==> config.mk <==
export PLATFORM = sky130hd
export DESIGN_NAME = execTop
export DESIGN_NICKNAME = d
export VERILOG_FILES = /design/src/execPkg.sv /design/src/aluUnit.sv /design/src/decimalAdjust.sv /design/src/execTop.sv /design/src/operandLatch.sv /design/src/registerFile.sv /design/src/statusReg.sv
export SDC_FILE = /design/constraint.sdc
export NUM_CORES = 1
export LEC_CHECK = 0
export BUFFER_PORTS_ARGS = -buffer_cell sky130_fd_sc_hd__buf_4
export CORE_MARGIN = 1
export CORE_UTILIZATION = 60
export CTS_BUF_LIST = sky130_fd_sc_hd__clkbuf_4 sky130_fd_sc_hd__clkbuf_8 sky130_fd_sc_hd__clkbuf_16
export DETAILED_ROUTE_END_ITERATION = 16
export PLACE_DENSITY = 0.82
export SLEW_MARGIN = 40
export SYNTH_ARGS = -nofsm -noshare
export SYNTH_HDL_FRONTEND = slang
export SYNTH_SLANG_ARGS = --single-unit
==> constraint.sdc <==
create_clock -name fastClk -period 6.09 [get_ports fastClk]
set_input_delay 0.9135 -clock fastClk [delete_from_list [all_inputs] [get_ports fastClk]]
set_output_delay 0.9135 -clock fastClk [all_outputs]
set_load 0.02 [all_outputs]
==> src/execPkg.sv <==
// **************************************************
// Execution datapath types
// **************************************************

package execPkg;

  // data path width, fixed at one byte
  localparam int DataWidth = 8;

  typedef logic [DataWidth-1:0] byte_t;

  // alu function select
  // opLoad passes the operand, opTransfer the source register
  typedef enum logic [3:0] {
    opAdc,
    opSbc,
    opAnd,
    opEor,
    opOra,
    opLsr,
    opLoad,
    opTransfer,
    opNone
  } aluOp_e;

  // special bus source or write-back target
  typedef enum logic [1:0] {
    selAccum,
    selX,
    selY,
    selNone
  } regSel_e;

  // explicit set/clear flag commands
  typedef enum logic [2:0] {
    cmdNone,
    cmdSec,
    cmdClc,
    cmdSed,
    cmdCld,
    cmdSei,
    cmdCli,
    cmdClv
  } flagCmd_e;

  // decoded operation as issued
  typedef struct packed {
    aluOp_e   aluOp;
    regSel_e  srcSel;
    regSel_e  dstSel;
    byte_t    operand;
    flagCmd_e flagCmd;
  } opWord_t;

  // adder hold register contents
  typedef struct packed {
    byte_t    result;
    logic     carry;
    logic     overflow;
    logic     updateCarry;
    logic     updateOverflow;
    regSel_e  dstSel;
    flagCmd_e flagCmd;
  } aluHold_t;

  // status bit positions
  localparam int StatC   = 0;
  localparam int StatZ   = 1;
  localparam int StatI   = 2;
  localparam int StatD   = 3;
  localparam int StatB   = 4;
  localparam int StatOne = 5;
  localparam int StatV   = 6;
  localparam int StatN   = 7;

  // I set, bit 5 tied high
  localparam byte_t ResetStatus = 8'h24;

endpackage

==> src/aluUnit.sv <==
// **************************************************
// ALU and adder hold register
// **************************************************
`timescale 1ns/1ps

module aluUnit (
  input  logic             fastClk,
  input  logic             reset,
  input  logic             execValid,
  input  execPkg::opWord_t curOp,
  input  execPkg::byte_t   aluA,
  input  execPkg::byte_t   aluB,
  input  execPkg::byte_t   status,
  output execPkg::aluHold_t holdOut,
  output logic             holdValid
);
  import execPkg::*;

  logic [DataWidth:0] sum;
  logic [4:0]         lowSum;
  logic               carryIn;
  logic               halfCarry;
  logic               binOverflow;
  logic               isArith;
  logic               decimalMode;
  byte_t              decResult;
  logic               decCarry;
  aluHold_t           holdNext;

  assign carryIn = status[StatC];

  // binary adder, B already inverted for subtract
  assign sum = {1'b0, aluA} + {1'b0, aluB} + {{DataWidth{1'b0}}, carryIn};
  // low digit carry for the BCD fix
  assign lowSum = {1'b0, aluA[3:0]} + {1'b0, aluB[3:0]} + {4'b0000, carryIn};
  assign halfCarry = lowSum[4];
  // same input signs, different result sign
  assign binOverflow = (aluA[DataWidth-1] == aluB[DataWidth-1]) &&
                       (sum[DataWidth-1] != aluA[DataWidth-1]);

  assign isArith     = curOp.aluOp inside {opAdc, opSbc};
  assign decimalMode = isArith && status[StatD];

  decimalAdjust decAdj (
    .binResult (sum[DataWidth-1:0]),
    .subtract  (curOp.aluOp == opSbc),
    .halfCarry (halfCarry),
    .binCarry  (sum[DataWidth]),
    .adjResult (decResult),
    .decCarry  (decCarry)
  );

  always_comb begin
    holdNext                = '0;
    holdNext.dstSel         = curOp.dstSel;
    holdNext.flagCmd        = curOp.flagCmd;
    // V stays binary even in decimal mode
    holdNext.overflow       = binOverflow;
    holdNext.updateOverflow = isArith;
    holdNext.updateCarry    = isArith || (curOp.aluOp == opLsr);
    case (curOp.aluOp)
      opAdc, opSbc: begin
        holdNext.result = decimalMode ? decResult : sum[DataWidth-1:0];
        holdNext.carry  = decimalMode ? decCarry : sum[DataWidth];
      end
      opAnd:   holdNext.result = aluA & aluB;
      opEor:   holdNext.result = aluA ^ aluB;
      opOra:   holdNext.result = aluA | aluB;
      opLsr: begin
        // bit 0 drops into carry
        holdNext.result = {1'b0, aluA[DataWidth-1:1]};
        holdNext.carry  = aluA[0];
      end
      opLoad:  holdNext.result = aluB;
      default: holdNext.result = aluA;
    endcase
  end

  // hold register
  always_ff @(posedge fastClk) begin
    if (execValid) begin
      holdOut <= holdNext;
    end
  end

  always_ff @(posedge fastClk) begin
    if (reset) begin
      holdValid <= 1'b0;
    end else begin
      holdValid <= execValid;
    end
  end

endmodule

==> src/decimalAdjust.sv <==
// **************************************************
// BCD result correction
// **************************************************
`timescale 1ns/1ps

module decimalAdjust (
  input  execPkg::byte_t binResult,
  input  logic           subtract,
  input  logic           halfCarry,
  input  logic           binCarry,
  output execPkg::byte_t adjResult,
  output logic           decCarry
);
  import execPkg::*;

  logic  lowFix;
  logic  highFix;
  byte_t correction;

  always_comb begin
    // add: fix digit on carry out or value above 9
    // sub: fix digit when it borrowed
    if (subtract) begin
      lowFix  = !halfCarry;
      highFix = !binCarry;
    end else begin
      lowFix  = halfCarry || (binResult[3:0] > 4'd9);
      highFix = binCarry || (binResult > 8'h99);
    end

    // 6 per digit that needs fixing
    correction = {(highFix ? 4'h6 : 4'h0), (lowFix ? 4'h6 : 4'h0)};

    if (subtract) begin
      adjResult = binResult - correction;
      decCarry  = binCarry;
    end else begin
      adjResult = binResult + correction;
      decCarry  = highFix;
    end
  end

endmodule

==> src/execTop.sv <==
// **************************************************
// Execution datapath top
// **************************************************
`timescale 1ns/1ps

module execTop (
  input  logic             fastClk,
  input  logic             reset,
  input  logic             opStrobe,
  input  execPkg::opWord_t opIn,
  output logic             doneStrobe,
  output execPkg::byte_t   accum,
  output execPkg::byte_t   xReg,
  output execPkg::byte_t   yReg,
  output execPkg::byte_t   status
);
  import execPkg::*;

  // stage 1
  opWord_t  curOp;
  byte_t    aluA;
  byte_t    aluB;
  logic     execValid;
  // stage 2
  aluHold_t holdOut;
  logic     holdValid;

  operandLatch opLatch (
    .fastClk, .reset, .opStrobe, .opIn,
    .accum, .xReg, .yReg,
    .curOp, .aluA, .aluB, .execValid
  );

  aluUnit alu (
    .fastClk, .reset, .execValid, .curOp,
    .aluA, .aluB, .status,
    .holdOut, .holdValid
  );

  registerFile regs (
    .fastClk, .reset, .holdValid, .holdOut,
    .accum, .xReg, .yReg, .doneStrobe
  );

  statusReg statReg (
    .fastClk, .reset, .holdValid, .holdOut, .status
  );

endmodule

==> src/operandLatch.sv <==
// **************************************************
// Operand capture stage
// **************************************************
`timescale 1ns/1ps

module operandLatch (
  input  logic             fastClk,
  input  logic             reset,
  input  logic             opStrobe,
  input  execPkg::opWord_t opIn,
  input  execPkg::byte_t   accum,
  input  execPkg::byte_t   xReg,
  input  execPkg::byte_t   yReg,
  output execPkg::opWord_t curOp,
  output execPkg::byte_t   aluA,
  output execPkg::byte_t   aluB,
  output logic             execValid
);
  import execPkg::*;

  byte_t specialBus;

  // special bus driver, zero when nothing drives it
  always_comb begin
    case (opIn.srcSel)
      selAccum: specialBus = accum;
      selX:     specialBus = xReg;
      selY:     specialBus = yReg;
      default:  specialBus = '0;
    endcase
  end

  // stage valid, one cycle behind the strobe
  always_ff @(posedge fastClk) begin
    if (reset) begin
      execValid <= 1'b0;
    end else begin
      execValid <= opStrobe;
    end
  end

  // A from special bus, B from operand
  // subtract takes the inverted operand, carry supplies the +1
  always_ff @(posedge fastClk) begin
    if (opStrobe) begin
      curOp <= opIn;
      aluA  <= specialBus;
      aluB  <= (opIn.aluOp == opSbc) ? ~opIn.operand : opIn.operand;
    end
  end

  // previous op must write back before the next reads registers
  strobeSpacing: assert property (@(posedge fastClk) disable iff (reset)
    opStrobe |-> !$past(opStrobe) && !$past(opStrobe, 2));

endmodule

==> src/registerFile.sv <==
// **************************************************
// Accumulator and index registers
// **************************************************
`timescale 1ns/1ps

module registerFile (
  input  logic              fastClk,
  input  logic              reset,
  input  logic              holdValid,
  input  execPkg::aluHold_t holdOut,
  output execPkg::byte_t    accum,
  output execPkg::byte_t    xReg,
  output execPkg::byte_t    yReg,
  output logic              doneStrobe
);
  import execPkg::*;

  always_ff @(posedge fastClk) begin
    if (reset) begin
      accum      <= '0;
      xReg       <= '0;
      yReg       <= '0;
      doneStrobe <= 1'b0;
    end else begin
      // done lands with the write-back
      doneStrobe <= holdValid;
      if (holdValid) begin
        // write-back from hold register
        case (holdOut.dstSel)
          selAccum: accum <= holdOut.result;
          selX:     xReg  <= holdOut.result;
          selY:     yReg  <= holdOut.result;
          // flag-only op
          default: begin
          end
        endcase
      end
    end
  end

  // strobe spacing keeps done a single pulse
  donePulse: assert property (@(posedge fastClk) disable iff (reset)
    doneStrobe |=> !doneStrobe);

endmodule

==> src/statusReg.sv <==
// **************************************************
// Processor status register
// **************************************************
`timescale 1ns/1ps

module statusReg (
  input  logic              fastClk,
  input  logic              reset,
  input  logic              holdValid,
  input  execPkg::aluHold_t holdOut,
  output execPkg::byte_t    status
);
  import execPkg::*;

  byte_t statusNext;

  always_comb begin
    statusNext = status;
    // N and Z only when something is written
    if (holdOut.dstSel != selNone) begin
      statusNext[StatN] = holdOut.result[DataWidth-1];
      statusNext[StatZ] = (holdOut.result == '0);
    end
    if (holdOut.updateCarry) begin
      statusNext[StatC] = holdOut.carry;
    end
    if (holdOut.updateOverflow) begin
      statusNext[StatV] = holdOut.overflow;
    end
    // flag command last, wins over alu flags
    case (holdOut.flagCmd)
      cmdSec:  statusNext[StatC] = 1'b1;
      cmdClc:  statusNext[StatC] = 1'b0;
      cmdSed:  statusNext[StatD] = 1'b1;
      cmdCld:  statusNext[StatD] = 1'b0;
      cmdSei:  statusNext[StatI] = 1'b1;
      cmdCli:  statusNext[StatI] = 1'b0;
      cmdClv:  statusNext[StatV] = 1'b0;
      // no command, flags as the alu left them
      default: begin
      end
    endcase
    // fixed bits
    statusNext[StatB]   = 1'b0;
    statusNext[StatOne] = 1'b1;
  end

  always_ff @(posedge fastClk) begin
    if (reset) begin
      status <= ResetStatus;
    end else if (holdValid) begin
      status <= statusNext;
    end
  end

  // fixed bits hold across every update
  fixedBits: assert property (@(posedge fastClk) disable iff (reset)
    holdValid |=> status[StatOne] && !status[StatB]);

endmodule

Word-level counts from Yosys, hierarchy flattened
Index checks and enable logic that the tools add are counted.
{"block": "totals", "regBits": 75, "output_inout_bits": 33, "in_bits": 22, "elab_cells": 99}
{"block": "op_classes", "add_sub_neg": 6, "n_bitwise": 4, "magnitude_cmp": 2, "eq_ne": 21, "reduce_logical": 25, "n_mux": 18}
{"op": "8-bit one-hot mux with 6 select lines", "n": 1}
{"op": "8-bit two-way mux", "n": 3}
{"op": "8-bit one-hot mux with 3 select lines", "n": 1}
{"op": "2-bit AND reduction", "n": 8}
{"op": "3-bit equality test, second input constant", "n": 4}
{"op": "4-bit by 3-bit equality test with 1-bit output, second input constant", "n": 3}
{"op": "8-bit by 8-bit adder with 9-bit output", "n": 1}
{"op": "9-bit by 1-bit adder with 9-bit output", "n": 1}
{"op": "8-bit by 7-bit adder with 8-bit output", "n": 1}
{"op": "8-bit bitwise AND", "n": 1}
{"op": "4-bit by 1-bit equality test with 1-bit output, second input constant", "n": 2}
{"op": "4-bit by 2-bit equality test with 1-bit output, second input constant", "n": 2}
{"op": "8-bit > comparator, second input constant", "n": 1}
{"op": "8-bit zero test", "n": 1}
{"op": "8-bit inverter", "n": 1}
{"op": "8-bit bitwise OR", "n": 1}
{"op": "1-bit one-hot mux with 2 select lines", "n": 4}
{"op": "2-bit nonzero test", "n": 4}
{"op": "8-bit by 7-bit subtractor with 8-bit output", "n": 1}
{"op": "8-bit bitwise XOR", "n": 1}
{"op": "1-bit two-way mux", "n": 7}
{"op": "3-bit by 2-bit equality test with 1-bit output, second input constant", "n": 2}
{"op": "3-bit two-way mux", "n": 2}
{"op": "4-bit by 4-bit adder with 5-bit output", "n": 1}
{"op": "other kinds (15)", "n": 22}

Longest topological paths before layout
{"block": "depth", "word_depth": 10, "ltp_mapped": 19, "depth_no_buf": 19}

Hierarchy
A second synthesis with hierarchy kept.
{"block": "unflattened", "cells_unflattened": 454, "hier_area_um2": 4894.7}
{"module": "aluUnit", "area_per_inst_um2": 1734.2, "seq_area_each_um2": 530.5, "instances": 1, "cells_per_inst": 192}
{"module": "operandLatch", "area_per_inst_um2": 1353.8, "seq_area_each_um2": 1071.0, "instances": 1, "cells_per_inst": 67}
{"module": "registerFile", "area_per_inst_um2": 1027.2, "seq_area_each_um2": 500.5, "instances": 1, "cells_per_inst": 93}
{"module": "decimalAdjust", "area_per_inst_um2": 415.4, "seq_area_each_um2": 0.0, "instances": 1, "cells_per_inst": 59}
{"module": "statusReg", "area_per_inst_um2": 364.1, "seq_area_each_um2": 120.1, "instances": 1, "cells_per_inst": 43}

Worst setup path before layout
No wires, ideal clock.
{"block": "synth_path", "path_type": "register to register", "startpoint": "register opLatch.aluB[0]", "endpoint": "register alu.holdOut[16] (netlist name)", "n_path_buf": 0, "setup_ns": 0.259, "arrival_ns": 3.857, "synth_period_minus_slack_ns": 4.115, "setup_slack_ns": 1.975, "path_stages_with_launch": 20, "required_time_ns": 5.831, "cell_sequence": "edfxtp_1 -> fa_1 -> inv_1 -> fa_1 -> nor2b_4 -> o21a_4 -> o311a_4 -> o32a_4 -> xnor2_1 -> a31oi_1 -> ha_1 -> a21oi_1 -> nor2_1 -> ha_1 -> nand2_1 -> o21ai_0 -> nand3_1 -> a21oi_1 -> xnor2_1 -> a21oi_1"}
{"element": "from (decl)", "line_no": "operandLatch.sv:16", "rtl": "output execPkg::byte_t aluB,"}
{"element": "from (signal assigned)", "line_no": "operandLatch.sv:48", "rtl": "aluB <= (opIn.aluOp == opSbc) ? ~opIn.operand : opIn.operand;"}

==> results.py <==
metrics = {
    "synthesis": {
        "synth_cells": 440,
        "synth_top_family_by_area": "compound AO/OA/AOI/OAI gates",
        "synth-simple-area-share_pct": 14.34,
        "async_reset_ff_share_pct": 0,
        "synth-adder-area-share_pct": 8.120,
        "synth_xor_area_share_pct": 3.628,
        "synth-seq-cells": 75,
        "ys_types": 58,
        "ys.warnings.count": 0,
        "synth_fp_nets": 489,
        "synth_area_leader_cell": "edfxtp_1",
        "avgSynthCellArea_um2": 9.876,
        "synthMuxAreaShare_pct": 10.02,
        "synth_area_leaders": "edfxtp_1, dfxtp_1, mux2i_1",
        "synth_area_mm2": 0.004345,
        "synth_edf_count": 42,
        "ys.flop_type": "edfxtp_1",
        "synth_compound_area_share_pct": 14.97,
        "synth_top_cell_area_share_pct": 29.02,
        "ys_seq_area_share_pct": 44.23,
    },
    "sta": {
        "worst_slew_pin_slew_ns": 0.7390,
        "setup_viol": 0,
        "finClkSkew_ns": 0.01123,
        "slew_headroom_pct": 50.73,
        "hold_violations": 0,
        "timing.fmax_mhz": 225.3,
        "rsz0062_at_grt": "false",
        "holdWs_ns": 0.4244,
        "setup-tns-final_ns": 0,
        "final_max_slew_viol_count": 0,
        "post-route-period-util_pct": 72.89,
        "timing.final.crit_period_ns": 4.439,
    },
    "placement": {
        "place_inst": 565,
        "portBuffers": 52,
        "dpl_cell_area_mm2": 0.004776,
        "hpwl_um": 7101,
        "gp_congestion": 0.9810,
    },
    "detailed_routing": {
        "drtPass1Iterations": 5,
        "wl_per_cell_um": 16.91,
        "viasPerCell": 5.893,
        "ant_nets": 0,
        "wirelength_um": 9839,
        "via_count": 3430,
        "drt_iter0_markers": 251,
        "drc": 0,
    },
    "power_and_ir_drop": {
        "power.share.switching_pct": 30.68,
        "combPwrFrac_pct": 25.3,
        "vdd_drop_max_mv": 0.1934,
        "pwr-share-clk_pct": 30.2,
        "internal-power_mw": 0.9288,
        "p_leak_nw": 2.135,
        "p_switching_mw": 0.4111,
        "p_per_area_mw_per_mm2": 267.2,
        "p_seq_share_pct": 44.6,
    },
    "global_routing": {
        "track_usage_pct": 27.69,
        "antenna_found_initial": 0,
        "grt_pass1_wl_um": 15770,
        "grt_max_degree": 35,
        "gr-total-overflow": 0,
        "grt_pass1_vias": 3281,
    },
    "floorplanning": {
        "core_mm2": 0.006907,
        "floorplan.initialDensity_pct": 62.92,
        "io_pins": 55,
        "rows": 30,
        "die-area_mm2": 0.007586,
        "dieWidth_um": 87.10,
        "fp.dieH_um": 87.10,
    },
    "cts": {
        "cts_tree": "yes",
        "cts-resized-gates": 0,
        "cts_made_buffers": 9,
        "post_cts_buffers": 0,
        "clk_latency_ns": 0.35,
        "cts.clk_slew.worst_paths_ns": 0.08,
        "clockBufferDepth": 2,
        "cts_hold_buffers": 0,
        "cts.sinks": 75,
        "root_buffer": "clkbuf_8",
        "htreeDepth": 3,
    },
    "final_layout": {
        "num-fill-cells": 507,
        "final_area_mm2": 0.005014,
        "insertedDiodeCount": 0,
        "regArea_mm2": 0.001923,
        "nNetsFinal": 530,
        "multi_input_area_mm2": 0.002248,
        "fin_util_pct": 72.59,
        "stdcell_count": 582,
        "drive_gt1_share_pct": 18.93,
        "area_growth_pct": 15.38,
    },
    "worst_hold_path": {
        "hold_class": "reg2reg",
    },
    "worst_setup_path": {
        "start_kind": "register",
        "crit_required_ns": 6.20,
        "critical_path_arrival_ns": 4.55,
        "end_kind": "register",
        "worst-path-max-fanout": 5,
        "path_class": "reg2reg",
    },
    "job": {
        "maxCapViolCount": 0,
    },
    "outcome": {
        "status": "completed",
    },
}
[layout make-up]
class / count / share of cell area [%]
Sequential cell: 75 / 38.36
Timing Repair Buffer: 55 / 8.310
Tap cell: 96 / 2.396
Multi-Input combinational cell: 317 / 44.85
Clock buffer: 10 / 2.970
Inverter: 23 / 1.722
Clock inverter: 6 / 1.398
[critical path, stage by stage (launching register included)]
cell and delay (ns):
edfxtp_1 0.45, fa_1 0.47, inv_1 0.09, fa_1 0.25, nor2b_4 0.06, o21a_4 0.21, o311a_4 0.32, o32a_4 0.40
xnor2_1 0.13, a31oi_1 0.21, ha_1 0.27, a21oi_1 0.13, nor2_1 0.06, ha_1 0.34, nand2_1 0.06, o21ai_0 0.23
nand3_1 0.11, a21oi_1 0.18, xnor2_1 0.14, a21oi_1 0.08
[logic make-up after synthesis]
family | after synthesis
muxes | 43
AOI/OAI and AO/OA | 97
adders and majority gates | 27
buffers and inverters | 48
other | 2
DFF | 75
xor gates and xnor gates | 18
and+or+nand+nor | 130
[cells in the final DEF, fill, tap and decap left out, types with 3 or more instances in the layout]
cell      count
dfxtp_1      32
ha_1         25
edfxtp_1     42
nor3_1       11
o22ai_1       3
a211oi_1      3
a31oi_1       9
o21a_1        5
nor2_1       54
buf_4        54
nand3b_1      4
xnor2_1       9
clkbuf_8      9
xor2_1        9
clkinv_4      3
nor2b_1      10
inv_1        22
nand3_1       7
mux2i_1      39
a21oi_1      22
o21ai_0      29
o211ai_1      3
nand2_1      25
mux2_2        4
[per-layer routing]
metal  GRT usage (%)  share of wire, %  vias up  routed length (µm)
met3           5.592               5.5       17                 541
li1                -                 -     1649                   -
met1           35.71                43     1651                4219
met2           46.74                50      113                4909
met4           9.240               1.7        0                 167
met5               0                 0        -                   0
[cell usage after synthesis, types with 3 or more instances]
library cell / instances
nor2_1: 54
edfxtp_1: 42
mux2i_1: 39
dfxtp_1: 33
o21ai_0: 29
ha_1: 25
nand2_1: 25
a21oi_1: 22
inv_1: 22
clkbuf_1: 16
nor3_1: 11
a31oi_1: 10
nor2b_1: 10
xnor2_1: 9
xor2_1: 9
nand3_1: 7
o21a_1: 5
buf_2: 4
mux2_2: 4
nand3b_1: 4
a211oi_1: 3
buf_4: 3
o211ai_1: 3
o22ai_1: 3
[worst paths after layout]
kind / from / endpoint / slack (ns) / cells past startpoint
setup / recovery: opLatch.aluB[0]$_DFFE_PP_ / alu.holdOut[16]$_DFFE_PP_ / 1.65 / 19
hold reg to reg: opLatch.curOp[1]$_DFFE_PP_ / alu.holdOut[1]$_DFFE_PP_ / 0.42 / 0
setup reg to reg: opLatch.aluB[0]$_DFFE_PP_ / alu.holdOut[16]$_DFFE_PP_ / 1.65 / 19
hold / removal: opLatch.curOp[1]$_DFFE_PP_ / alu.holdOut[1]$_DFFE_PP_ / 0.42 / 0
[power groups by stage]
| stage | logic [mW] | clock network [mW] | registers [mW] |
|---|---|---|---|
| 2_1_floorplan | 0.260 | 0 | 0.595 |
| 3_3_place_gp | 0.315 | 0 | 0.607 |
| 3_5_place_dp | 0.329 | 0 | 0.609 |
| 4_1_cts | 0.331 | 0.412 | 0.598 |
| 5_1_grt | 0.379 | 0.431 | 0.600 |
| 6_report | 0.338 | 0.404 | 0.597 |
[sequential cells by signal (all words and copies together) (netlist names)]
register and flops:
regs.accum 8, opLatch.curOp 9, regs.doneStrobe 1, opLatch.aluA 8
regs.yReg 8, alu.holdOut 17, regs.xReg 8, statReg.status 6
alu.holdValid 1, opLatch.execValid 1, opLatch.aluB 8
[per-stage QoR]
stage | setup WS (ns) | total power, mW
6_report | 1.651 | 1.340
5_1_grt | 1.302 | 1.411
4_1_cts | 1.683 | 1.341
3_5_place_dp | 1.679 | 0.9379
3_3_place_gp | 1.824 | 0.9220
2_1_floorplan | 1.975 | 0.8546
Power figures use the tool's default switching activity.
